File: config.mk
export PLATFORM = sky130hd
export DESIGN_NAME = output_queues_cpu_regs
export DESIGN_NICKNAME = d
export VERILOG_FILES = /design/src/common/axi_lite_pkg.sv /design/src/common/oq_regs_pkg.sv /design/src/axi_lite_slave/axi_lite_slave.sv /design/src/hdl/output_queues_cpu_regs.sv /design/src/reg_file/oq_reg_read.sv /design/src/reg_file/oq_reg_write.sv
export SDC_FILE = /design/constraint.sdc
export NUM_CORES = 1
export LEC_CHECK = 0
export ABC_AREA = 1
export BUFFER_PORTS_ARGS = -buffer_cell sky130_fd_sc_hd__buf_4
export CAP_MARGIN = 0
export CORE_AREA = 2 2 587 589
export CTS_CLUSTER_DIAMETER = 80
export DETAILED_ROUTE_END_ITERATION = 8
export DIE_AREA = 0 0 589 591
export PLACE_DENSITY = 0.34
export REMOVE_ABC_BUFFERS = 1
export SLEW_MARGIN = 25
export SYNTH_ARGS = -nofsm -noshare
export SYNTH_HDL_FRONTEND = slang
export SYNTH_HIERARCHICAL = 1
export SYNTH_SLANG_ARGS = --single-unit
File: constraint.sdc
create_clock -name S_AXI_ACLK -period 5.7 [get_ports S_AXI_ACLK]
set_input_delay 0.57 -clock S_AXI_ACLK [delete_from_list [all_inputs] [get_ports S_AXI_ACLK]]
set_output_delay 0.57 -clock S_AXI_ACLK [all_outputs]
set_load 0.01 [all_outputs]
File: src/common/axi_lite_pkg.sv
//////////////////////////////
// AXI4-Lite slave side widths, data types and response codes
// Shared by the bus slave, the register files and the top level
//////////////////////////////

package axi_lite_pkg;

    localparam int addr_width = 32;
    localparam int data_width = 32;
    localparam int strb_width = data_width / 8;

    typedef logic [addr_width-1:0] addr_t;
    typedef logic [data_width-1:0] data_t;
    typedef logic [strb_width-1:0] strb_t;
    typedef logic [1:0]            resp_t;

    // No error responses are produced
    localparam resp_t resp_okay = 2'b00;

endpackage

File: src/common/oq_regs_pkg.sv
//////////////////////////////
// Register map of the output queue CPU registers
// Offsets, reset values, identity words and the port statistic layout
// Offsets are relative to the block base address
//////////////////////////////

package oq_regs_pkg;

    localparam int offset_width = 12;

    //////////////////////////////
    // Global registers, region 0
    //////////////////////////////
    localparam logic [offset_width-1:0] reg_id_off      = 12'h000;
    localparam logic [offset_width-1:0] reg_version_off = 12'h004;
    localparam logic [offset_width-1:0] reg_reset_off   = 12'h008;
    localparam logic [offset_width-1:0] reg_flip_off    = 12'h00C;
    localparam logic [offset_width-1:0] reg_debug_off   = 12'h010;
    localparam logic [offset_width-1:0] reg_pktin_off   = 12'h014;
    localparam logic [offset_width-1:0] reg_pktout_off  = 12'h018;

    //////////////////////////////
    // Per port statistics
    //////////////////////////////
    localparam logic [3:0] port_region = 4'd1;
    localparam int         num_stats   = 7;

    localparam int stat_pkt_stored    = 0;
    localparam int stat_bytes_stored  = 1;
    localparam int stat_pkt_removed   = 2;
    localparam int stat_bytes_removed = 3;
    localparam int stat_pkt_dropped   = 4;
    localparam int stat_bytes_dropped = 5;
    localparam int stat_pkt_in_queue  = 6;

    // Identity and reset values
    localparam axi_lite_pkg::data_t id_value       = 32'h0000_DA03;
    localparam axi_lite_pkg::data_t version_value  = 32'h0001_0000;
    localparam axi_lite_pkg::data_t reset_default  = 32'h0000_0000;
    localparam axi_lite_pkg::data_t flip_default   = 32'h0000_0000;
    localparam axi_lite_pkg::data_t debug_default  = 32'h0000_0000;
    localparam axi_lite_pkg::data_t bad_addr_value = 32'hDEAD_BEEF;

    // Port statistic view of an offset, 0x100 + port*0x20 + stat*4
    typedef struct packed {
        logic [3:0] region;
        logic [2:0] port;
        logic [2:0] stat;
        logic [1:0] lane;
    } port_stat_t;

    typedef union packed {
        logic [offset_width-1:0] word;
        port_stat_t              port_stat;
    } reg_offset_u;

endpackage

File: src/axi_lite_slave/axi_lite_slave.sv
//////////////////////////////
// AXI4-Lite slave front end
// One transaction at a time per channel; strips the base address and
// hands single-cycle read and write enables to the register files
//////////////////////////////

`timescale 1ns/10ps

module axi_lite_slave #(
    parameter axi_lite_pkg::addr_t base_address = '0
) (
    input  logic                                  S_AXI_ACLK,
    input  logic                                  S_AXI_ARESETN,
    input  axi_lite_pkg::addr_t                   S_AXI_AWADDR,
    input  logic                                  S_AXI_AWVALID,
    output logic                                  S_AXI_AWREADY,
    input  axi_lite_pkg::data_t                   S_AXI_WDATA,
    input  axi_lite_pkg::strb_t                   S_AXI_WSTRB,
    input  logic                                  S_AXI_WVALID,
    output logic                                  S_AXI_WREADY,
    output axi_lite_pkg::resp_t                   S_AXI_BRESP,
    output logic                                  S_AXI_BVALID,
    input  logic                                  S_AXI_BREADY,
    input  axi_lite_pkg::addr_t                   S_AXI_ARADDR,
    input  logic                                  S_AXI_ARVALID,
    output logic                                  S_AXI_ARREADY,
    output axi_lite_pkg::data_t                   S_AXI_RDATA,
    output axi_lite_pkg::resp_t                   S_AXI_RRESP,
    output logic                                  S_AXI_RVALID,
    input  logic                                  S_AXI_RREADY,
    output logic [oq_regs_pkg::offset_width-1:0]  wr_offset,
    output logic                                  wr_addr_hi_zero,
    output axi_lite_pkg::data_t                   wr_data,
    output axi_lite_pkg::strb_t                   wr_strb,
    output logic                                  wr_en,
    output logic [oq_regs_pkg::offset_width-1:0]  rd_offset,
    output logic                                  rd_addr_hi_zero,
    output logic                                  rd_en,
    input  axi_lite_pkg::data_t                   rd_data
);

    axi_lite_pkg::addr_t aw_addr_q;
    axi_lite_pkg::addr_t ar_addr_q;
    logic                wr_accept;
    logic                rd_accept;

    //////////////////////////////
    // Write channel
    //////////////////////////////

    // Address and data must arrive together, and only when no response waits
    assign wr_accept = S_AXI_AWVALID && S_AXI_WVALID && !S_AXI_AWREADY
                       && !S_AXI_WREADY && !S_AXI_BVALID;

    always_ff @(posedge S_AXI_ACLK) begin
        if (!S_AXI_ARESETN) begin
            S_AXI_AWREADY <= 1'b0;
            S_AXI_WREADY  <= 1'b0;
            S_AXI_BVALID  <= 1'b0;
        end else begin
            S_AXI_AWREADY <= wr_accept;
            S_AXI_WREADY  <= wr_accept;
            if (wr_en) begin
                S_AXI_BVALID <= 1'b1;
            end else if (S_AXI_BREADY) begin
                S_AXI_BVALID <= 1'b0;
            end
        end
    end

    always_ff @(posedge S_AXI_ACLK) begin
        if (wr_accept) begin
            aw_addr_q <= S_AXI_AWADDR ^ base_address;
            wr_data   <= S_AXI_WDATA;
            wr_strb   <= S_AXI_WSTRB;
        end
    end

    assign wr_en           = S_AXI_AWREADY && S_AXI_WREADY && S_AXI_AWVALID && S_AXI_WVALID;
    assign wr_offset       = aw_addr_q[oq_regs_pkg::offset_width-1:0];
    assign wr_addr_hi_zero = ~|aw_addr_q[axi_lite_pkg::addr_width-1:oq_regs_pkg::offset_width];
    assign S_AXI_BRESP     = axi_lite_pkg::resp_okay;

    //////////////////////////////
    // Read channel
    //////////////////////////////

    assign rd_accept = S_AXI_ARVALID && !S_AXI_ARREADY && !S_AXI_RVALID;

    always_ff @(posedge S_AXI_ACLK) begin
        if (!S_AXI_ARESETN) begin
            S_AXI_ARREADY <= 1'b0;
            S_AXI_RVALID  <= 1'b0;
            S_AXI_RDATA   <= '0;
        end else begin
            S_AXI_ARREADY <= rd_accept;
            if (rd_en) begin
                S_AXI_RVALID <= 1'b1;
                S_AXI_RDATA  <= rd_data;
            end else if (S_AXI_RREADY) begin
                S_AXI_RVALID <= 1'b0;
            end
        end
    end

    always_ff @(posedge S_AXI_ACLK) begin
        if (rd_accept) begin
            ar_addr_q <= S_AXI_ARADDR ^ base_address;
        end
    end

    assign rd_en           = S_AXI_ARREADY && S_AXI_ARVALID;
    assign rd_offset       = ar_addr_q[oq_regs_pkg::offset_width-1:0];
    assign rd_addr_hi_zero = ~|ar_addr_q[axi_lite_pkg::addr_width-1:oq_regs_pkg::offset_width];
    assign S_AXI_RRESP     = axi_lite_pkg::resp_okay;

endmodule

File: src/hdl/output_queues_cpu_regs.sv
//////////////////////////////
// Output queue CPU register block
// AXI4-Lite slave with the write and read register files behind it
//////////////////////////////

`timescale 1ns/10ps

module output_queues_cpu_regs #(
    parameter int                  num_ports    = 5,
    parameter axi_lite_pkg::addr_t base_address = '0
) (
    input  logic                S_AXI_ACLK,
    input  logic                S_AXI_ARESETN,
    input  axi_lite_pkg::addr_t S_AXI_AWADDR,
    input  logic                S_AXI_AWVALID,
    output logic                S_AXI_AWREADY,
    input  axi_lite_pkg::data_t S_AXI_WDATA,
    input  axi_lite_pkg::strb_t S_AXI_WSTRB,
    input  logic                S_AXI_WVALID,
    output logic                S_AXI_WREADY,
    output axi_lite_pkg::resp_t S_AXI_BRESP,
    output logic                S_AXI_BVALID,
    input  logic                S_AXI_BREADY,
    input  axi_lite_pkg::addr_t S_AXI_ARADDR,
    input  logic                S_AXI_ARVALID,
    output logic                S_AXI_ARREADY,
    output axi_lite_pkg::data_t S_AXI_RDATA,
    output axi_lite_pkg::resp_t S_AXI_RRESP,
    output logic                S_AXI_RVALID,
    input  logic                S_AXI_RREADY,
    // Counters and their clear pulses
    input  axi_lite_pkg::data_t pktin,
    output logic                pktin_clear,
    input  axi_lite_pkg::data_t pktout,
    output logic                pktout_clear,
    input  logic [num_ports*oq_regs_pkg::num_stats*axi_lite_pkg::data_width-1:0] port_stats,
    output logic [num_ports*oq_regs_pkg::num_stats-1:0] port_stats_clear,
    // Control registers
    input  axi_lite_pkg::data_t ip2cpu_flip,
    output axi_lite_pkg::data_t cpu2ip_flip,
    input  axi_lite_pkg::data_t ip2cpu_debug,
    output axi_lite_pkg::data_t cpu2ip_debug,
    output axi_lite_pkg::data_t reset_pulse
);

    logic [oq_regs_pkg::offset_width-1:0] wr_offset;
    logic                                 wr_addr_hi_zero;
    axi_lite_pkg::data_t                  wr_data;
    axi_lite_pkg::strb_t                  wr_strb;
    logic                                 wr_en;
    logic [oq_regs_pkg::offset_width-1:0] rd_offset;
    logic                                 rd_addr_hi_zero;
    logic                                 rd_en;
    axi_lite_pkg::data_t                  rd_data;

    axi_lite_slave #(
        .base_address (base_address)
    ) u_slave (
        .S_AXI_ACLK, .S_AXI_ARESETN,
        .S_AXI_AWADDR, .S_AXI_AWVALID, .S_AXI_AWREADY,
        .S_AXI_WDATA, .S_AXI_WSTRB, .S_AXI_WVALID, .S_AXI_WREADY,
        .S_AXI_BRESP, .S_AXI_BVALID, .S_AXI_BREADY,
        .S_AXI_ARADDR, .S_AXI_ARVALID, .S_AXI_ARREADY,
        .S_AXI_RDATA, .S_AXI_RRESP, .S_AXI_RVALID, .S_AXI_RREADY,
        .wr_offset, .wr_addr_hi_zero, .wr_data, .wr_strb, .wr_en,
        .rd_offset, .rd_addr_hi_zero, .rd_en, .rd_data
    );

    oq_reg_write u_write (
        .S_AXI_ACLK, .S_AXI_ARESETN,
        .wr_offset, .wr_addr_hi_zero, .wr_data, .wr_strb, .wr_en,
        .reset_pulse, .cpu2ip_flip, .cpu2ip_debug
    );

    oq_reg_read #(
        .num_ports (num_ports)
    ) u_read (
        .S_AXI_ACLK, .S_AXI_ARESETN,
        .rd_offset, .rd_addr_hi_zero, .rd_en, .rd_data,
        .ip2cpu_flip, .ip2cpu_debug,
        .pktin, .pktout, .port_stats,
        .pktin_clear, .pktout_clear, .port_stats_clear
    );

endmodule

File: src/reg_file/oq_reg_read.sv
//////////////////////////////
// Read side of the register map
// Combinational read mux, plus clear-on-read pulses for the counters
// Clear bit fires two cycles after the read enable
//////////////////////////////

`timescale 1ns/10ps

module oq_reg_read #(
    parameter int num_ports = 5
) (
    input  logic                                  S_AXI_ACLK,
    input  logic                                  S_AXI_ARESETN,
    input  logic [oq_regs_pkg::offset_width-1:0]  rd_offset,
    input  logic                                  rd_addr_hi_zero,
    input  logic                                  rd_en,
    output axi_lite_pkg::data_t                   rd_data,
    input  axi_lite_pkg::data_t                   ip2cpu_flip,
    input  axi_lite_pkg::data_t                   ip2cpu_debug,
    input  axi_lite_pkg::data_t                   pktin,
    input  axi_lite_pkg::data_t                   pktout,
    input  logic [num_ports*oq_regs_pkg::num_stats*axi_lite_pkg::data_width-1:0] port_stats,
    output logic                                  pktin_clear,
    output logic                                  pktout_clear,
    output logic [num_ports*oq_regs_pkg::num_stats-1:0] port_stats_clear
);

    localparam int num_cnt = num_ports * oq_regs_pkg::num_stats;

    oq_regs_pkg::reg_offset_u off;
    logic                     port_hit;
    // Bit 0 pktin, bit 1 pktout, then the port statistics port-major
    logic [num_cnt+1:0]       cnt_sel;
    logic [num_cnt+1:0]       clear_d1;
    logic [num_cnt+1:0]       clear_d2;

    assign off = rd_offset;

    assign port_hit = rd_addr_hi_zero
                      && (off.port_stat.region == oq_regs_pkg::port_region)
                      && (int'(off.port_stat.port) < num_ports)
                      && (int'(off.port_stat.stat) < oq_regs_pkg::num_stats)
                      && (off.port_stat.lane == 2'b00);

    always_comb begin
        int unsigned idx;
        idx     = off.port_stat.port * oq_regs_pkg::num_stats + off.port_stat.stat;
        rd_data = oq_regs_pkg::bad_addr_value;
        cnt_sel = '0;
        if (port_hit) begin
            rd_data        = port_stats[idx*axi_lite_pkg::data_width +: axi_lite_pkg::data_width];
            cnt_sel[idx+2] = 1'b1;
        end else if (rd_addr_hi_zero) begin
            case (off.word)
                oq_regs_pkg::reg_id_off:      rd_data = oq_regs_pkg::id_value;
                oq_regs_pkg::reg_version_off: rd_data = oq_regs_pkg::version_value;
                oq_regs_pkg::reg_flip_off:    rd_data = ip2cpu_flip;
                oq_regs_pkg::reg_debug_off:   rd_data = ip2cpu_debug;
                oq_regs_pkg::reg_pktin_off: begin
                    rd_data    = pktin;
                    cnt_sel[0] = 1'b1;
                end
                oq_regs_pkg::reg_pktout_off: begin
                    rd_data    = pktout;
                    cnt_sel[1] = 1'b1;
                end
                default: rd_data = oq_regs_pkg::bad_addr_value;
            endcase
        end
    end

    //////////////////////////////
    // Clear pulse pipeline
    //////////////////////////////
    always_ff @(posedge S_AXI_ACLK) begin
        if (!S_AXI_ARESETN) begin
            clear_d1 <= '0;
            clear_d2 <= '0;
        end else begin
            clear_d1 <= rd_en ? cnt_sel : '0;
            clear_d2 <= clear_d1;
        end
    end

    assign pktin_clear      = clear_d2[0];
    assign pktout_clear     = clear_d2[1];
    assign port_stats_clear = clear_d2[num_cnt+1:2];

endmodule

File: src/reg_file/oq_reg_write.sv
//////////////////////////////
// Writable registers: reset pulse, flip and debug
// Updated on wr_en under the byte strobes
//////////////////////////////

`timescale 1ns/10ps

module oq_reg_write (
    input  logic                                  S_AXI_ACLK,
    input  logic                                  S_AXI_ARESETN,
    input  logic [oq_regs_pkg::offset_width-1:0]  wr_offset,
    input  logic                                  wr_addr_hi_zero,
    input  axi_lite_pkg::data_t                   wr_data,
    input  axi_lite_pkg::strb_t                   wr_strb,
    input  logic                                  wr_en,
    output axi_lite_pkg::data_t                   reset_pulse,
    output axi_lite_pkg::data_t                   cpu2ip_flip,
    output axi_lite_pkg::data_t                   cpu2ip_debug
);

    logic wr_reset;
    logic wr_flip;
    logic wr_debug;

    // Take the strobed bytes from new_val, the rest from old_val
    function automatic axi_lite_pkg::data_t byte_merge(
        input axi_lite_pkg::data_t old_val,
        input axi_lite_pkg::data_t new_val,
        input axi_lite_pkg::strb_t strb
    );
        axi_lite_pkg::data_t res;
        res = old_val;
        for (int i = 0; i < axi_lite_pkg::strb_width; i++) begin
            if (strb[i]) begin
                res[i*8 +: 8] = new_val[i*8 +: 8];
            end
        end
        return res;
    endfunction

    assign wr_reset = wr_en && wr_addr_hi_zero && (wr_offset == oq_regs_pkg::reg_reset_off);
    assign wr_flip  = wr_en && wr_addr_hi_zero && (wr_offset == oq_regs_pkg::reg_flip_off);
    assign wr_debug = wr_en && wr_addr_hi_zero && (wr_offset == oq_regs_pkg::reg_debug_off);

    always_ff @(posedge S_AXI_ACLK) begin
        if (!S_AXI_ARESETN) begin
            reset_pulse  <= oq_regs_pkg::reset_default;
            cpu2ip_flip  <= oq_regs_pkg::flip_default;
            cpu2ip_debug <= oq_regs_pkg::debug_default;
        end else begin
            // Event register, back to default one cycle after the write
            if (wr_reset) begin
                reset_pulse <= byte_merge(oq_regs_pkg::reset_default, wr_data, wr_strb);
            end else begin
                reset_pulse <= oq_regs_pkg::reset_default;
            end
            if (wr_flip) begin
                cpu2ip_flip <= byte_merge(cpu2ip_flip, wr_data, wr_strb);
            end
            if (wr_debug) begin
                cpu2ip_debug <= byte_merge(cpu2ip_debug, wr_data, wr_strb);
            end
        end
    end

endmodule

==> tab_implementation.tex, run 1 <==
\begin{tabular}{lr}
\hline
Metric & Value \\
\hline
\multicolumn{2}{l}{\textbf{Run status}} \\
\quad Status & finished clean \\
\multicolumn{2}{l}{\textbf{Synthesis}} \\
\quad Top cell type by total area after synthesis & sky130\_fd\_sc\_hd\_\_nand2\_1 \\
\quad Most common flop cell mapped by yosys & sky130\_fd\_sc\_hd\_\_dfxtp\_1 \\
\quad Count of flip-flops with a built-in enable after synthesis & 100 \\
\quad Share of the synthesized area in the top cell type & 26.4\% \\
\quad Number of different library cells in the post-synthesis netlist & 39 \\
\quad Register bit total from synthesis & 306 \\
\quad Asr flop ratio synth & 0\% \\
\quad Cell area after synthesis & 0.0263 sq mm \\
\quad Number of warnings printed during yosys synthesis & 6 \\
\quad Post-Syn Instances & 4,843 \\
\quad Sequential share of the synthesized area & 27.1\% \\
\quad Main area contributors after synthesis & sky130\_fd\_sc\_hd\_\_nand2\_1 26\%, sky130\_fd\_sc\_hd\_\_dfxtp\_1 16\%, sky130\_fd\_sc\_hd\_\_edfxtp\_1 11\% \\
\quad Average instance area after synthesis & 5.42 sq um \\
\multicolumn{2}{l}{\textbf{Route}} \\
\quad Via Count & 36.2k \\
\quad Routed wire per std cell & 25.0 um \\
\quad 1st-pass router iterations & 7 \\
\quad Iter 0 DRT Violations & 2,294 \\
\quad Sum of routed wire length over all layers & 273 mm \\
\quad Detail Route Antenna Nets & 0 \\
\quad DRC & 0 \\
\quad Number of vias per cell & 3.31 \\
\multicolumn{2}{l}{\textbf{Floorplan}} \\
\quad Chip height & 591 um \\
\quad Starting density of the core & 7.68\% \\
\quad Horizontal die dimension & 589 um \\
\quad Standard cell core area & 0.342 sq mm \\
\quad Number of rows created at floorplan & 215 \\
\quad Num ports & 1,529 \\
\quad Overall die area & 0.348 sq mm \\
\multicolumn{2}{l}{\textbf{Pwr}} \\
\quad Part of the power in the clock network & 27.1\% \\
\quad Maximum vdd ir drop & 0.000228 V \\
\quad Logic gate share of total power & 53.2\% \\
\quad Switching power total & 5.83 mW \\
\quad Leakage power & 23.9 nW \\
\quad PD cells & 260 mW/mm\^{}2 \\
\quad Switching fraction of total power & 48.8\% \\
\quad Sequential cell fraction of total power & 19.7\% \\
\quad Power Internal & 6.11 mW \\
\multicolumn{2}{l}{\textbf{Setup path}} \\
\quad Critical path data required time & 6280 ps \\
\quad Kind of start point of the critical path & register \\
\quad Worst setup path startpoint & u\_slave/ar\_addr\_q[5] \\
\quad Kind of end point of the critical path & register \\
\quad Crit Path Category & register to register \\
\quad Reg-to-reg critical path startpoint & u\_slave/ar\_addr\_q[5] \\
\quad Number of cells traversed by the worst register-to-register path & 18 \\
\quad Data arrival time of the critical path & 5700 ps \\
\quad Largest fanout of any net on the critical path & 8 \\
\multicolumn{2}{l}{\textbf{STA}} \\
\quad Post-layout worst setup margin & 585 ps \\
\quad Final hold violation count & 0 \\
\quad Final cycle utilization of the critical path & 89.7\% \\
\quad Setup repair after global routing missed its margin & no \\
\quad Final critical delay including setup and external delays & 5110 ps \\
\quad Maximum frequency from static timing analysis & 196 MHz \\
\quad Worst slew slack as a fraction of its limit & 38.7\% \\
\quad Final slew viol count & 0 \\
\quad Number of failing setup endpoints in the final timing report & 0 \\
\quad Setup Total Neg Slack & 0 ps \\
\quad Slew at the pin closest to its max-slew limit & 919 ps \\
\quad Post-route clock skew & 51.5 ps \\
\multicolumn{2}{l}{\textbf{Layout}} \\
\quad Finished layout cell area & 0.0459 sq mm \\
\quad Layout net count & 7,665 \\
\quad Layout area overhead & 74.9\% \\
\quad Count of filler cells inserted in the layout & 40.4k \\
\quad Ratio of cells with drive above 1 in the final layout & 27.9\% \\
\multicolumn{2}{l}{\textbf{Clock tree}} \\
\quad Postcts setup bufs & 0 \\
\quad \# clock sinks & 306 \\
\quad Master cell of the clock root buffer & sky130\_fd\_sc\_hd\_\_clkbuf\_16 \\
\quad Quantity of gates resized following cts & 0 \\
\quad Number of buffers added by the clock tree synthesis step & 50 \\
\quad Post-CTS clock slew at the launch and capture registers of the worst setup and hold paths & 60 ps \\
\quad Clock latency reported for the late side of the worst-skew pair & 680 ps \\
\quad Longest Clk Path Bufs & 3 \\
\quad CTS tree & built \\
\quad H-tree depth reported by CTS & 2 \\
\multicolumn{2}{l}{\textbf{Global route}} \\
\quad Pin count of the biggest net entering global routing & 118 \\
\quad Vias in the first global route & 36.7k \\
\quad Remaining global-route overflow & 0 \\
\quad Number of antenna violations at the first check in global routing & 114 \\
\quad First-pass GRT wire length & 350 mm \\
\quad Total routing resource utilization after global routing & 15.0\% \\
\multicolumn{2}{l}{\textbf{Min path}} \\
\quad Startpoint of the tightest hold check path & S\_AXI\_AWADDR[9] \\
\quad Number of cells on the worst hold path & 1 \\
\quad Hold crit path type & input port to register \\
\multicolumn{2}{l}{\textbf{Placed design}} \\
\quad Post-Place Setup Slack & 579 ps \\
\quad Gpl congestion & 0.884 \\
\quad DP Area & 0.0433 sq mm \\
\quad IO Port Bufs & 1,524 \\
\quad Post-DP HPWL & 227 mm \\
\multicolumn{2}{l}{\textbf{Run}} \\
\quad Count of maximum capacitance violations & 0 \\
\hline
\end{tabular}
## cell usage in the layout, fill, tap and decap left out, types with 30 or more instances in the layout
cell                            instances
sky130_fd_sc_hd__nand2_1             1842
sky130_fd_sc_hd__inv_1                754
sky130_fd_sc_hd__nand4_1               64
sky130_fd_sc_hd__dfxtp_1              206
sky130_fd_sc_hd__o21ai_0              182
sky130_fd_sc_hd__edfxtp_1             100
sky130_fd_sc_hd__diode_2               30
sky130_fd_sc_hd__nand3b_1             144
sky130_fd_sc_hd__buf_4               1598
sky130_fd_sc_hd__nand3_1              407
sky130_fd_sc_hd__dlygate4sd3_1         83
sky130_fd_sc_hd__nor2_1               695
sky130_fd_sc_hd__a21oi_1               35
sky130_fd_sc_hd__clkbuf_16             51
## logic make-up (layout without fill, tap and decap cells)
| logic type | after synthesis | in the layout | synth area share (%) |
|---|---|---|---|
| AO/OA/AOI/OAI | 230 | 230 | 4.41 |
| XOR/XNOR | 5 | 5 | 0.167 |
| adder cells (fa/ha/maj) | 15 | 15 | 0.829 |
| buffers and inverters | 1081 | 2572 | 16.4 |
| flip-flops | 306 | 306 | 27.1 |
| other | 1 | 34 | 0.0143 |
| AND/OR/NAND/NOR | 3205 | 3205 | 51.0 |
## path summary, 6_finish.rpt
path | slack (ps) | end
worst max register to register | 590 | u_slave/S_AXI_RDATA[7]
worst max-delay path | 590 | u_slave/S_AXI_RDATA[7]
worst min register to register | 410 | u_read/clear_d2[23]
worst min-delay path | 80 | u_slave/aw_addr_q[9]
## registers in the layout, summed over array words and instances (netlist names), 32 cells and up
name,count
u_read/clear_d1,37
u_read/clear_d2,37
u_slave/S_AXI_RDATA,32
u_slave/ar_addr_q,32
u_slave/aw_addr_q,32
u_slave/wr_data,32
u_write/cpu2ip_debug,32
u_write/cpu2ip_flip,32
u_write/reset_pulse,32
## metrics by stage
step	hold slack, ps	utilization [%]	cells	total power, mW
2_1_floorplan	390	-	4536	5.06
4_1_cts	1.87	13.4	10900	12.3
5_1_grt	20.5	13.4	10900	12.7
3_3_place_gp	394	12.7	10700	8.91
3_5_place_dp	397	12.7	10700	8.89
6_report	80.7	13.4	10900	11.9
## synthesized netlist by cell type (2+ instances only)
cell / count
sky130_fd_sc_hd__edfxtp_1: 100
sky130_fd_sc_hd__inv_1: 761
sky130_fd_sc_hd__nor2_1: 704
sky130_fd_sc_hd__nor3_1: 9
sky130_fd_sc_hd__buf_1: 59
sky130_fd_sc_hd__clkbuf_1: 151
sky130_fd_sc_hd__o21ai_1: 6
sky130_fd_sc_hd__nor4_1: 2
sky130_fd_sc_hd__nand3b_1: 144
sky130_fd_sc_hd__buf_2: 61
sky130_fd_sc_hd__o21ai_0: 186
sky130_fd_sc_hd__and2_0: 2
sky130_fd_sc_hd__nand4_1: 64
sky130_fd_sc_hd__buf_4: 29
sky130_fd_sc_hd__nand2_1: 1848
sky130_fd_sc_hd__xor2_1: 4
sky130_fd_sc_hd__nor2_8: 2
sky130_fd_sc_hd__nand3_4: 4
sky130_fd_sc_hd__nand2_2: 4
sky130_fd_sc_hd__dfxtp_1: 206
sky130_fd_sc_hd__nand3_1: 407
sky130_fd_sc_hd__buf_6: 6
sky130_fd_sc_hd__nor2_2: 11
sky130_fd_sc_hd__clkbuf_2: 3
sky130_fd_sc_hd__inv_2: 5
sky130_fd_sc_hd__clkinv_1: 4
sky130_fd_sc_hd__a21oi_1: 35
sky130_fd_sc_hd__nor3_2: 2
sky130_fd_sc_hd__ha_1: 11
sky130_fd_sc_hd__fa_1: 4
## per-layer routing
layer / vias up / wire [um] / GRT usage [%]
met3: 260 / 17600 / 3.39
met2: 1552 / 136000 / 27.3
li1: 17500 / - / -
met1: 16800 / 111000 / 17.7
met4: 20 / 7680 / 3.84
met5: - / 126 / 0
## worst max-delay path: stages, from the launching register on
cell                       delay, ps
sky130_fd_sc_hd__edfxtp_1        500
sky130_fd_sc_hd__fa_1            570
sky130_fd_sc_hd__inv_1            50
sky130_fd_sc_hd__fa_1            490
sky130_fd_sc_hd__inv_1            70
sky130_fd_sc_hd__fa_4            910
sky130_fd_sc_hd__nor2_4           70
sky130_fd_sc_hd__buf_4           270
sky130_fd_sc_hd__nand2_1         270
sky130_fd_sc_hd__nor2_1          110
sky130_fd_sc_hd__nor2_1          700
sky130_fd_sc_hd__nand3_1         170
sky130_fd_sc_hd__nand3_1         290
sky130_fd_sc_hd__nand2_1          90
sky130_fd_sc_hd__nand2_1          70
sky130_fd_sc_hd__nand2_1          60
sky130_fd_sc_hd__nand2_1          50
sky130_fd_sc_hd__o21ai_0          90
sky130_fd_sc_hd__nor2_1          120
## what timing repair did
action / in CTS / in global routing
hold endpoints to repair: 83 / 0
hold buffers: 83 / 0
endpoints found under the setup margin: 0 / 0
## layout make-up
type                    count  area [sq um]  share of cell area (%)
diodes                     30          75.1                   0.163
clock buffers              66          1370                    2.99
clock inverters            28           355                   0.773
inverters                 771          2920                    6.36
multi-input cells        3459         15100                    32.8
flip-flops and latches    306          7130                    15.5
well taps                4557          5700                    12.4
repair buffers           1707         13300                    29.0
## power by group through the flow
stage | combinational [mW] | clock (mW) | sequential, mW
floorplan | 2.67 | 0 | 2.39
global placement | 6.51 | 0 | 2.40
detailed placement | 6.48 | 0 | 2.40
CTS | 6.56 | 3.39 | 2.35
global route | 6.90 | 3.46 | 2.36
finish | 6.35 | 3.23 | 2.35
Power figures use the tool's default switching activity.
==> inputs of run 2 (changes only) <==
--- a/config.mk
+++ b/config.mk
@@ -7,7 +7,7 @@
 export LEC_CHECK = 0
 export ABC_AREA = 1
 export BUFFER_PORTS_ARGS = -buffer_cell sky130_fd_sc_hd__buf_4
-export CAP_MARGIN = 0
+export CAP_MARGIN = 20
 export CORE_AREA = 2 2 587 589
 export CTS_CLUSTER_DIAMETER = 80
 export DETAILED_ROUTE_END_ITERATION = 8
==> constraint.sdc (replaced) <==
create_clock -name S_AXI_ACLK -period 5.8 [get_ports S_AXI_ACLK]
set_input_delay 0.58 -clock S_AXI_ACLK [delete_from_list [all_inputs] [get_ports S_AXI_ACLK]]
set_output_delay 0.58 -clock S_AXI_ACLK [all_outputs]
set_load 0.01 [all_outputs]
==> tab_implementation.tex, run 2 (synthesis gave the netlist of run 1 again) <==
\begin{tabular}{lr}
\hline
Metric & Value \\
\hline
\multicolumn{2}{l}{\textbf{Setup path}} \\
\quad Logic depth of the worst path, buffers included & 18 (unchanged) \\
\quad Largest delay contributor family on the critical path & adder cells \\
\quad Largest fanout of any net on the critical path & 41 (+33) \\
\quad Worst setup path startpoint & u\_slave/ar\_addr\_q[5] \\
\quad Reg-to-reg critical path startpoint & u\_slave/ar\_addr\_q[5] \\
\quad Critical path data required time & 6380 ps (+100 ps) \\
\quad Most repeated library cell on the critical path & sky130\_fd\_sc\_hd\_\_nand2\_1 \\
\quad Count of buffering cells on the critical path with inverters included & 3 (unchanged) \\
\quad Kind of end point of the critical path & register \\
\quad Kind of start point of the critical path & register \\
\quad Worst-path cell chain & fa\_1 -> inv\_1 -> fa\_1 -> inv\_1 -> fa\_4 -> nor2\_4 -> buf\_12 -> nand3b\_1 -> nand2\_1 -> nor2\_1 -> nand3\_1 -> nand3\_1 -> nand2\_1 -> nand2\_1 -> nand2\_1 -> nand2\_1 -> o21ai\_0 -> nor2\_1 \\
\quad Data arrival time of the critical path & 5600 ps (-100 ps) \\
\quad Number of cells traversed by the worst register-to-register path & 18 (unchanged) \\
\quad Slowest library cell on the worst path & sky130\_fd\_sc\_hd\_\_fa\_4 \\
\quad Worst r2r dst & u\_slave/S\_AXI\_RDATA[7] \\
\quad Worst stage delay on the critical path & 930 ps (+20 ps) \\
\quad Reg2Reg Setup Slack & 780 ps (+200 ps) \\
\quad Crit Path Category & register to register \\
\multicolumn{2}{l}{\textbf{Floorplan}} \\
\quad Number of rows created at floorplan & 215 (unchanged) \\
\quad Standard cell core area & 0.342 sq mm (unchanged) \\
\quad Chip height & 591 um (unchanged) \\
\quad Horizontal die dimension & 589 um (unchanged) \\
\quad Starting density of the core & 7.68\% (unchanged) \\
\quad Overall die area & 0.348 sq mm (unchanged) \\
\quad Num ports & 1,529 (unchanged) \\
\multicolumn{2}{l}{\textbf{Route}} \\
\quad DRC & 0 (unchanged) \\
\quad 1st-pass router iterations & 6 (-1) \\
\quad Number of vias per cell & 3.29 (-0.54\%) \\
\quad Routed wire per std cell & 24.9 um (-0.28\%) \\
\quad Detail Route Antenna Nets & 0 (unchanged) \\
\quad Via Count & 36.0k (-0.62\%) \\
\quad Sum of routed wire length over all layers & 272 mm (-0.36\%) \\
\quad Iter 0 DRT Violations & 2,366 (+3.1\%) \\
\multicolumn{2}{l}{\textbf{Pwr}} \\
\quad PD cells & 255 mW/mm\^{}2 (-1.7\%) \\
\quad Maximum vdd ir drop & 0.000242 V (+6.0\%) \\
\quad Leakage power & 23.8 nW (-0.35\%) \\
\multicolumn{2}{l}{\textbf{Global route}} \\
\quad Vias in the first global route & 36.5k (-0.48\%) \\
\quad Total routing resource utilization after global routing & 15.0\% (-0.017 points) \\
\quad First-pass GRT wire length & 348 mm (-0.42\%) \\
\quad Number of antenna violations at the first check in global routing & 124 (+8.8\%) \\
\quad Remaining global-route overflow & 0 (unchanged) \\
\quad Pin count of the biggest net entering global routing & 92 (-22\%) \\
\multicolumn{2}{l}{\textbf{Placed design}} \\
\quad Post-DP HPWL & 227 mm (about the same) \\
\quad Gpl congestion & 0.892 (+0.92\%) \\
\quad IO Port Bufs & 1,524 (unchanged) \\
\multicolumn{2}{l}{\textbf{STA}} \\
\quad Worst slew slack as a fraction of its limit & 29.7\% (-9.1 points) \\
\quad Final hold violation count & 0 (unchanged) \\
\quad Maximum frequency from static timing analysis & 199 MHz (+2.0\%) \\
\quad Setup repair after global routing missed its margin & no \\
\quad Final hold slack & 85.2 ps (+4.49 ps) \\
\quad Final critical delay including setup and external delays & 5020 ps (-99.0 ps) \\
\quad Final slew viol count & 0 (unchanged) \\
\quad Final cycle utilization of the critical path & 86.5\% (-3.3 points) \\
\quad Setup Total Neg Slack & 0 ps (unchanged) \\
\quad Number of failing setup endpoints in the final timing report & 0 (unchanged) \\
\quad Slew at the pin closest to its max-slew limit & 1040 ps (+125 ps) \\
\quad Post-route clock skew & 49.4 ps (-2.15 ps) \\
\multicolumn{2}{l}{\textbf{Clock tree}} \\
\quad \# clock sinks & 306 (unchanged) \\
\quad Clock latency reported for the late side of the worst-skew pair & 710 ps (+30 ps) \\
\quad Master cell of the clock root buffer & sky130\_fd\_sc\_hd\_\_clkbuf\_16 \\
\quad Postcts setup bufs & 0 (unchanged) \\
\quad CTS tree & built \\
\quad H-tree depth reported by CTS & 2 (unchanged) \\
\quad Post-CTS clock slew at the launch and capture registers of the worst setup and hold paths & 60 ps (about the same) \\
\quad Longest Clk Path Bufs & 3 (unchanged) \\
\quad Number of buffers inserted for hold repair after clock tree synthesis & 60 (-28\%) \\
\quad Number of buffers added by the clock tree synthesis step & 50 (unchanged) \\
\quad Quantity of gates resized following cts & 0 (unchanged) \\
\multicolumn{2}{l}{\textbf{Min path}} \\
\quad Startpoint of the tightest hold check path & S\_AXI\_AWADDR[0] \\
\quad Hold crit path type & input port to register \\
\quad Endpoint of the worst hold path & u\_slave/aw\_addr\_q[0] \\
\quad Number of cells on the worst hold path & 1 (unchanged) \\
\multicolumn{2}{l}{\textbf{Layout}} \\
\quad Ratio of cells with drive above 1 in the final layout & 28.1\% (+0.17 points) \\
\quad Most frequent cells in the layout & 1,842 x sky130\_fd\_sc\_hd\_\_nand2\_1, 1,609 x sky130\_fd\_sc\_hd\_\_buf\_4, 754 x sky130\_fd\_sc\_hd\_\_inv\_1 \\
\quad Layout net count & 7,650 (-0.20\%) \\
\quad Count of filler cells inserted in the layout & 40.5k (+0.091\%) \\
\quad Layout area overhead & 74.2\% \\
\quad Most common cell after layout, fill and taps aside & sky130\_fd\_sc\_hd\_\_nand2\_1 \\
\quad Registers with the highest flip-flop counts & u\_read/clear\_d1: 37 flops, u\_read/clear\_d2: 37 flops \\
\multicolumn{2}{l}{\textbf{Run status}} \\
\quad Status & finished clean \\
\multicolumn{2}{l}{\textbf{Run}} \\
\quad Count of maximum capacitance violations & 0 (unchanged) \\
\hline
\end{tabular}
[run 2: cell count changes in the layout (fill, tap and decap cells not counted), moves of 2 or more]
cell | previous run | this run
sky130_fd_sc_hd__buf_12 | 25 | 22
sky130_fd_sc_hd__buf_4 | 1598 | 1609
sky130_fd_sc_hd__bufinv_16 | 4 | 2
sky130_fd_sc_hd__clkbuf_8 | 4 | 10
sky130_fd_sc_hd__clkinv_2 | 11 | 4
sky130_fd_sc_hd__clkinv_4 | 0 | 3
sky130_fd_sc_hd__diode_2 | 30 | 38
sky130_fd_sc_hd__dlygate4sd3_1 | 83 | 60
sky130_fd_sc_hd__inv_8 | 6 | 3
[run 2: layout make-up]
cell class / count / area, sq um / area share, %
antenna: 38 / 95.1 / 0.208
multi-input combinational: 3459 / 15100 / 32.9
clock buffer: 73 / 1460 / 3.19
timing repair buffer: 1692 / 13100 / 28.7
clock inverter: 19 / 258 / 0.563
inverter: 771 / 2920 / 6.39
sequential: 306 / 7130 / 15.6
tap: 4557 / 5700 / 12.5
[run 2: worst max-delay path by stage]
stage,end
final,u_slave/S_AXI_RDATA[7]
after CTS,u_slave/S_AXI_RDATA[7]
after floorplan,u_slave/S_AXI_RDATA[11]
after global routing,u_slave/S_AXI_RDATA[21]
after global placement,u_slave/S_AXI_RDATA[2]
after detailed placement,u_slave/S_AXI_RDATA[7]
[run 2: power breakdown]
part | internal [mW] | total (mW) | switching [mW]
Combinational | 1.84 | 6.21 | 4.37
Sequential | 2.27 | 2.31 | 0.0413
Clock | 1.85 | 3.16 | 1.31
Total | 5.96 | 11.7 | 5.72
[run 2: per-layer routing]
| layer | vias to the layer above | track usage (%) | routed length [um] |
|---|---|---|---|
| li1 | 17500 | - | - |
| met1 | 16600 | 17.3 | 109000 |
| met2 | 1528 | 27.6 | 137000 |
| met3 | 255 | 3.80 | 18800 |
| met4 | 30 | 3.51 | 6980 |
| met5 | - | 0 | 207 |
[run 2: metrics by stage]
stage	utilization, %	instances	power (mW)	worst slack, ps	area (sq um)
2_1_floorplan	-	4536	4.97	-13140	24900
3_3_place_gp	12.7	10700	8.76	550	43300
3_5_place_dp	12.7	10700	8.71	567	43300
4_1_cts	13.4	10900	12.1	552	45700
5_1_grt	13.4	10900	12.5	413	45700
6_report	13.4	10900	11.7	784	45700
==> inputs of run 3 (changes only) <==
--- a/config.mk
+++ b/config.mk
@@ -8,11 +8,11 @@
 export ABC_AREA = 1
 export BUFFER_PORTS_ARGS = -buffer_cell sky130_fd_sc_hd__buf_4
 export CAP_MARGIN = 20
-export CORE_AREA = 2 2 587 589
+export CORE_AREA = 2 2 601 603
 export CTS_CLUSTER_DIAMETER = 80
 export DETAILED_ROUTE_END_ITERATION = 8
-export DIE_AREA = 0 0 589 591
-export PLACE_DENSITY = 0.34
+export DIE_AREA = 0 0 603 605
+export PLACE_DENSITY = 0.33
 export REMOVE_ABC_BUFFERS = 1
 export SLEW_MARGIN = 25
 export SYNTH_ARGS = -nofsm -noshare
==> tab_implementation.tex, run 3 (synthesis gave the netlist of run 1 again) <==
\begin{tabular}{lr}
\hline
Metric & Value \\
\hline
\multicolumn{2}{l}{\textbf{Run status}} \\
\quad Status & finished clean \\
\multicolumn{2}{l}{\textbf{Layout}} \\
\quad Most frequent cells in the layout & 1,842 x sky130\_fd\_sc\_hd\_\_nand2\_1, 1,606 x sky130\_fd\_sc\_hd\_\_buf\_4, 754 x sky130\_fd\_sc\_hd\_\_inv\_1 \\
\quad Registers with the highest flip-flop counts & u\_read/clear\_d1: 37 flops, u\_read/clear\_d2: 37 flops \\
\quad Finished layout cell area & 0.0453 sq mm (-0.87\%) \\
\quad Layout net count & 7,598 (-0.68\%) \\
\quad Ratio of cells with drive above 1 in the final layout & 28.1\% (about the same) \\
\quad Layout Cells excl Fill & 11.1k (+1.3\%) \\
\quad Layout area overhead & 72.6\% \\
\quad Count of filler cells inserted in the layout & 42.5k (+5.0\%) \\
\quad Most common cell after layout, fill and taps aside & sky130\_fd\_sc\_hd\_\_nand2\_1 \\
\multicolumn{2}{l}{\textbf{Global route}} \\
\quad Number of antenna violations at the first check in global routing & 141 (+14\%) \\
\quad Global routing met3 resource utilization & 2.69\% (-1.1 points) \\
\quad Total routing resource utilization after global routing & 14.6\% (-0.39 points) \\
\quad Remaining global-route overflow & 0 (unchanged) \\
\quad Most crowded layer after global routing & met2 \\
\quad Pin count of the biggest net entering global routing & 80 (-13\%) \\
\quad Vias in the first global route & 35.7k (-2.2\%) \\
\quad Met1 Track Usage GR & 17.3\% (+0.087 points) \\
\quad GRT met2 Usage & 27.5\% (-0.15 points) \\
\quad First-pass GRT wire length & 354 mm (+1.6\%) \\
\multicolumn{2}{l}{\textbf{Floorplan}} \\
\quad Overall die area & 0.365 sq mm (+4.8\%) \\
\quad Standard cell core area & 0.358 sq mm (+4.7\%) \\
\quad Horizontal die dimension & 603 um (+2.4\%) \\
\quad Number of rows created at floorplan & 220 (+2.3\%) \\
\quad Chip height & 605 um (+2.4\%) \\
\quad Num ports & 1,529 (unchanged) \\
\quad Starting density of the core & 7.33\% (-0.35 points) \\
\multicolumn{2}{l}{\textbf{Pwr}} \\
\quad Maximum vdd ir drop & 0.000265 V (+9.6\%) \\
\quad Logic gate share of total power & 54.0\% (+0.8 points) \\
\quad Leakage power & 23.5 nW (-1.2\%) \\
\quad Part of the power in the clock network & 25.9\% (-1.2 points) \\
\quad Sequential cell fraction of total power & 20.1\% (+0.3 points) \\
\quad Power Internal & 5.86 mW (-1.7\%) \\
\quad Power consumption & 11.4 mW (-2.2\%) \\
\quad Switching power total & 5.56 mW (-2.8\%) \\
\quad PD cells & 252 mW/mm\^{}2 (-1.4\%) \\
\quad Switching fraction of total power & 48.7\% (-0.26 points) \\
\multicolumn{2}{l}{\textbf{Placed design}} \\
\quad Post-DP HPWL & 234 mm (+2.9\%) \\
\quad Placed cell count & 10.9k (+2.0\%) \\
\quad Gpl congestion & 0.870 (-2.5\%) \\
\quad IO Port Bufs & 1,524 (unchanged) \\
\quad DP Area & 0.0436 sq mm (+0.57\%) \\
\multicolumn{2}{l}{\textbf{STA}} \\
\quad Slew at the pin closest to its max-slew limit & 835 ps (-210 ps) \\
\quad Setup Total Neg Slack & 0 ps (unchanged) \\
\quad Post-route clock skew & 33.4 ps (-15.9 ps) \\
\quad Final slew viol count & 0 (unchanged) \\
\quad Final hold violation count & 0 (unchanged) \\
\quad Final cycle utilization of the critical path & 85.6\% (-0.86 points) \\
\quad Maximum frequency from static timing analysis & 201 MHz (+1.0\%) \\
\quad Number of failing setup endpoints in the final timing report & 0 (unchanged) \\
\quad Setup repair after global routing missed its margin & no \\
\quad Worst slew slack as a fraction of its limit & 43.8\% (+14 points) \\
\quad Final critical delay including setup and external delays & 4970 ps (-49.6 ps) \\
\multicolumn{2}{l}{\textbf{Route}} \\
\quad Detail Route Antenna Nets & 0 (unchanged) \\
\quad Via Count & 35.4k (-1.5\%) \\
\quad Iter 0 DRT Violations & 2,537 (+7.2\%) \\
\quad 1st-pass router iterations & 6 (unchanged) \\
\quad Number of vias per cell & 3.20 (-2.8\%) \\
\quad Sum of routed wire length over all layers & 278 mm (+2.3\%) \\
\quad DRC & 0 (unchanged) \\
\quad Routed wire per std cell & 25.2 um (+1.0\%) \\
\multicolumn{2}{l}{\textbf{Setup path}} \\
\quad Worst-path cell chain & fa\_1 -> inv\_1 -> fa\_1 -> inv\_1 -> fa\_4 -> buf\_4 -> nor2\_4 -> buf\_12 -> buf\_4 -> nand3\_1 -> nand2\_1 -> nor2\_1 -> nand3\_1 -> nand3\_1 -> nand2\_1 -> nand2\_1 -> nand2\_1 -> nand2\_1 -> o21ai\_0 -> nor2\_1 \\
\quad Critical path data required time & 6330 ps (-50 ps) \\
\quad Largest fanout of any net on the critical path & 45 (+9.8\%) \\
\quad Slowest library cell on the worst path & sky130\_fd\_sc\_hd\_\_fa\_4 \\
\quad Kind of start point of the critical path & register \\
\quad Crit Path Category & register to register \\
\quad Kind of end point of the critical path & register \\
\quad Data arrival time of the critical path & 5500 ps (-100 ps) \\
\quad Most repeated library cell on the critical path & sky130\_fd\_sc\_hd\_\_nand2\_1 \\
\quad Largest delay contributor family on the critical path & adder cells \\
\quad Count of buffering cells on the critical path with inverters included & 5 (+2) \\
\quad Worst stage delay on the critical path & 770 ps (-160 ps) \\
\multicolumn{2}{l}{\textbf{Clock tree}} \\
\quad Clock latency reported for the late side of the worst-skew pair & 660 ps (-50 ps) \\
\quad \# clock sinks & 306 (unchanged) \\
\quad Master cell of the clock root buffer & sky130\_fd\_sc\_hd\_\_clkbuf\_16 \\
\quad Post-CTS clock slew at the launch and capture registers of the worst setup and hold paths & 60 ps (about the same) \\
\quad H-tree depth reported by CTS & 2 (unchanged) \\
\quad CTS tree & built \\
\quad Longest Clk Path Bufs & 3 (unchanged) \\
\quad Number of buffers added by the clock tree synthesis step & 44 (-12\%) \\
\multicolumn{2}{l}{\textbf{Run}} \\
\quad Count of maximum capacitance violations & 0 (unchanged) \\
\multicolumn{2}{l}{\textbf{Min path}} \\
\quad Hold crit path type & input port to register \\
\hline
\end{tabular}
[run 3: cell count changes in the layout (fill, tap and decap cells not counted), moves of 3 or more]
cell / change
sky130_fd_sc_hd__buf_4: -3
sky130_fd_sc_hd__bufinv_16: +3
sky130_fd_sc_hd__clkbuf_16: -6
sky130_fd_sc_hd__clkbuf_8: -3
sky130_fd_sc_hd__diode_2: -15
sky130_fd_sc_hd__dlygate4sd3_1: -43
sky130_fd_sc_hd__inv_6: -4
sky130_fd_sc_hd__o21ai_0: +4
sky130_fd_sc_hd__o21ai_1: -4
[run 3: layer usage]
| layer | vias to the layer above | wire length, um |
|---|---|---|
| li1 | 17400 | - |
| met1 | 16500 | 113000 |
| met2 | 1256 | 145000 |
| met3 | 279 | 15000 |
| met4 | 40 | 4230 |
| met5 | - | 227 |
[run 3: final timing paths]
path                                  end  depth (start not counted)                 start  slack, ps
setup / recovery  u_slave/S_AXI_RDATA[22]                         20  u_slave/ar_addr_q[5]        830
hold / removal      u_slave/aw_addr_q[21]                          1      S_AXI_AWADDR[21]         90
setup reg to reg  u_slave/S_AXI_RDATA[22]                         20  u_slave/ar_addr_q[5]        830
hold reg to reg       u_read/clear_d2[19]                          2   u_read/clear_d1[19]        400
[run 3: layout make-up]
cell class,instances,area [sq um],area share (%)
clock inverter,15,265,0.585
timing repair buffer,1646,12700,28.0
clock buffer,66,1270,2.81
sequential,306,7130,15.7
tap,4773,5970,13.2
inverter,771,2920,6.44
multi-input combinational,3459,15100,33.2
antenna,23,57.6,0.127
[run 3: metrics by stage]
stage	util (%)	worst slack [ps]	hold WS, ps
after floorplan	-	-13140	390
after global placement	12.2	567	398
after detailed placement	12.2	600	398
after CTS	12.6	568	0.373
after global routing	12.7	486	19.0
final	12.7	834	91.3
[run 3: power by group through the flow]
| stage | Clock [mW] | Combinational [mW] | Sequential [mW] |
|---|---|---|---|
| after CTS | 3.11 | 6.52 | 2.30 |
| final | 2.95 | 6.17 | 2.30 |
| after global routing | 3.17 | 6.83 | 2.31 |
| after detailed placement | 0 | 6.49 | 2.35 |
| after floorplan | 0 | 2.62 | 2.34 |
| after global placement | 0 | 6.51 | 2.35 |
[run 3: timing repair]
item                                    in CTS  in global routing
endpoints found under the setup margin       0                  0
gates resized for setup                      0                  0
endpoints found under the hold margin       17                  0
buffers inserted                             0                  0
hold buffers                                17                  0
[run 3: worst reg2reg max path, cell delays in order (launching register included)]
cell	delay, ps
sky130_fd_sc_hd__edfxtp_1	510
sky130_fd_sc_hd__fa_1	570
sky130_fd_sc_hd__inv_1	50
sky130_fd_sc_hd__fa_1	510
sky130_fd_sc_hd__inv_1	70
sky130_fd_sc_hd__fa_4	770
sky130_fd_sc_hd__buf_4	280
sky130_fd_sc_hd__nor2_4	190
sky130_fd_sc_hd__buf_12	320
sky130_fd_sc_hd__buf_4	380
sky130_fd_sc_hd__nand3_1	100
sky130_fd_sc_hd__nand2_1	100
sky130_fd_sc_hd__nor2_1	50
sky130_fd_sc_hd__nand3_1	80
sky130_fd_sc_hd__nand3_1	280
sky130_fd_sc_hd__nand2_1	190
sky130_fd_sc_hd__nand2_1	60
sky130_fd_sc_hd__nand2_1	80
sky130_fd_sc_hd__nand2_1	50
sky130_fd_sc_hd__o21ai_0	160
sky130_fd_sc_hd__nor2_1	50
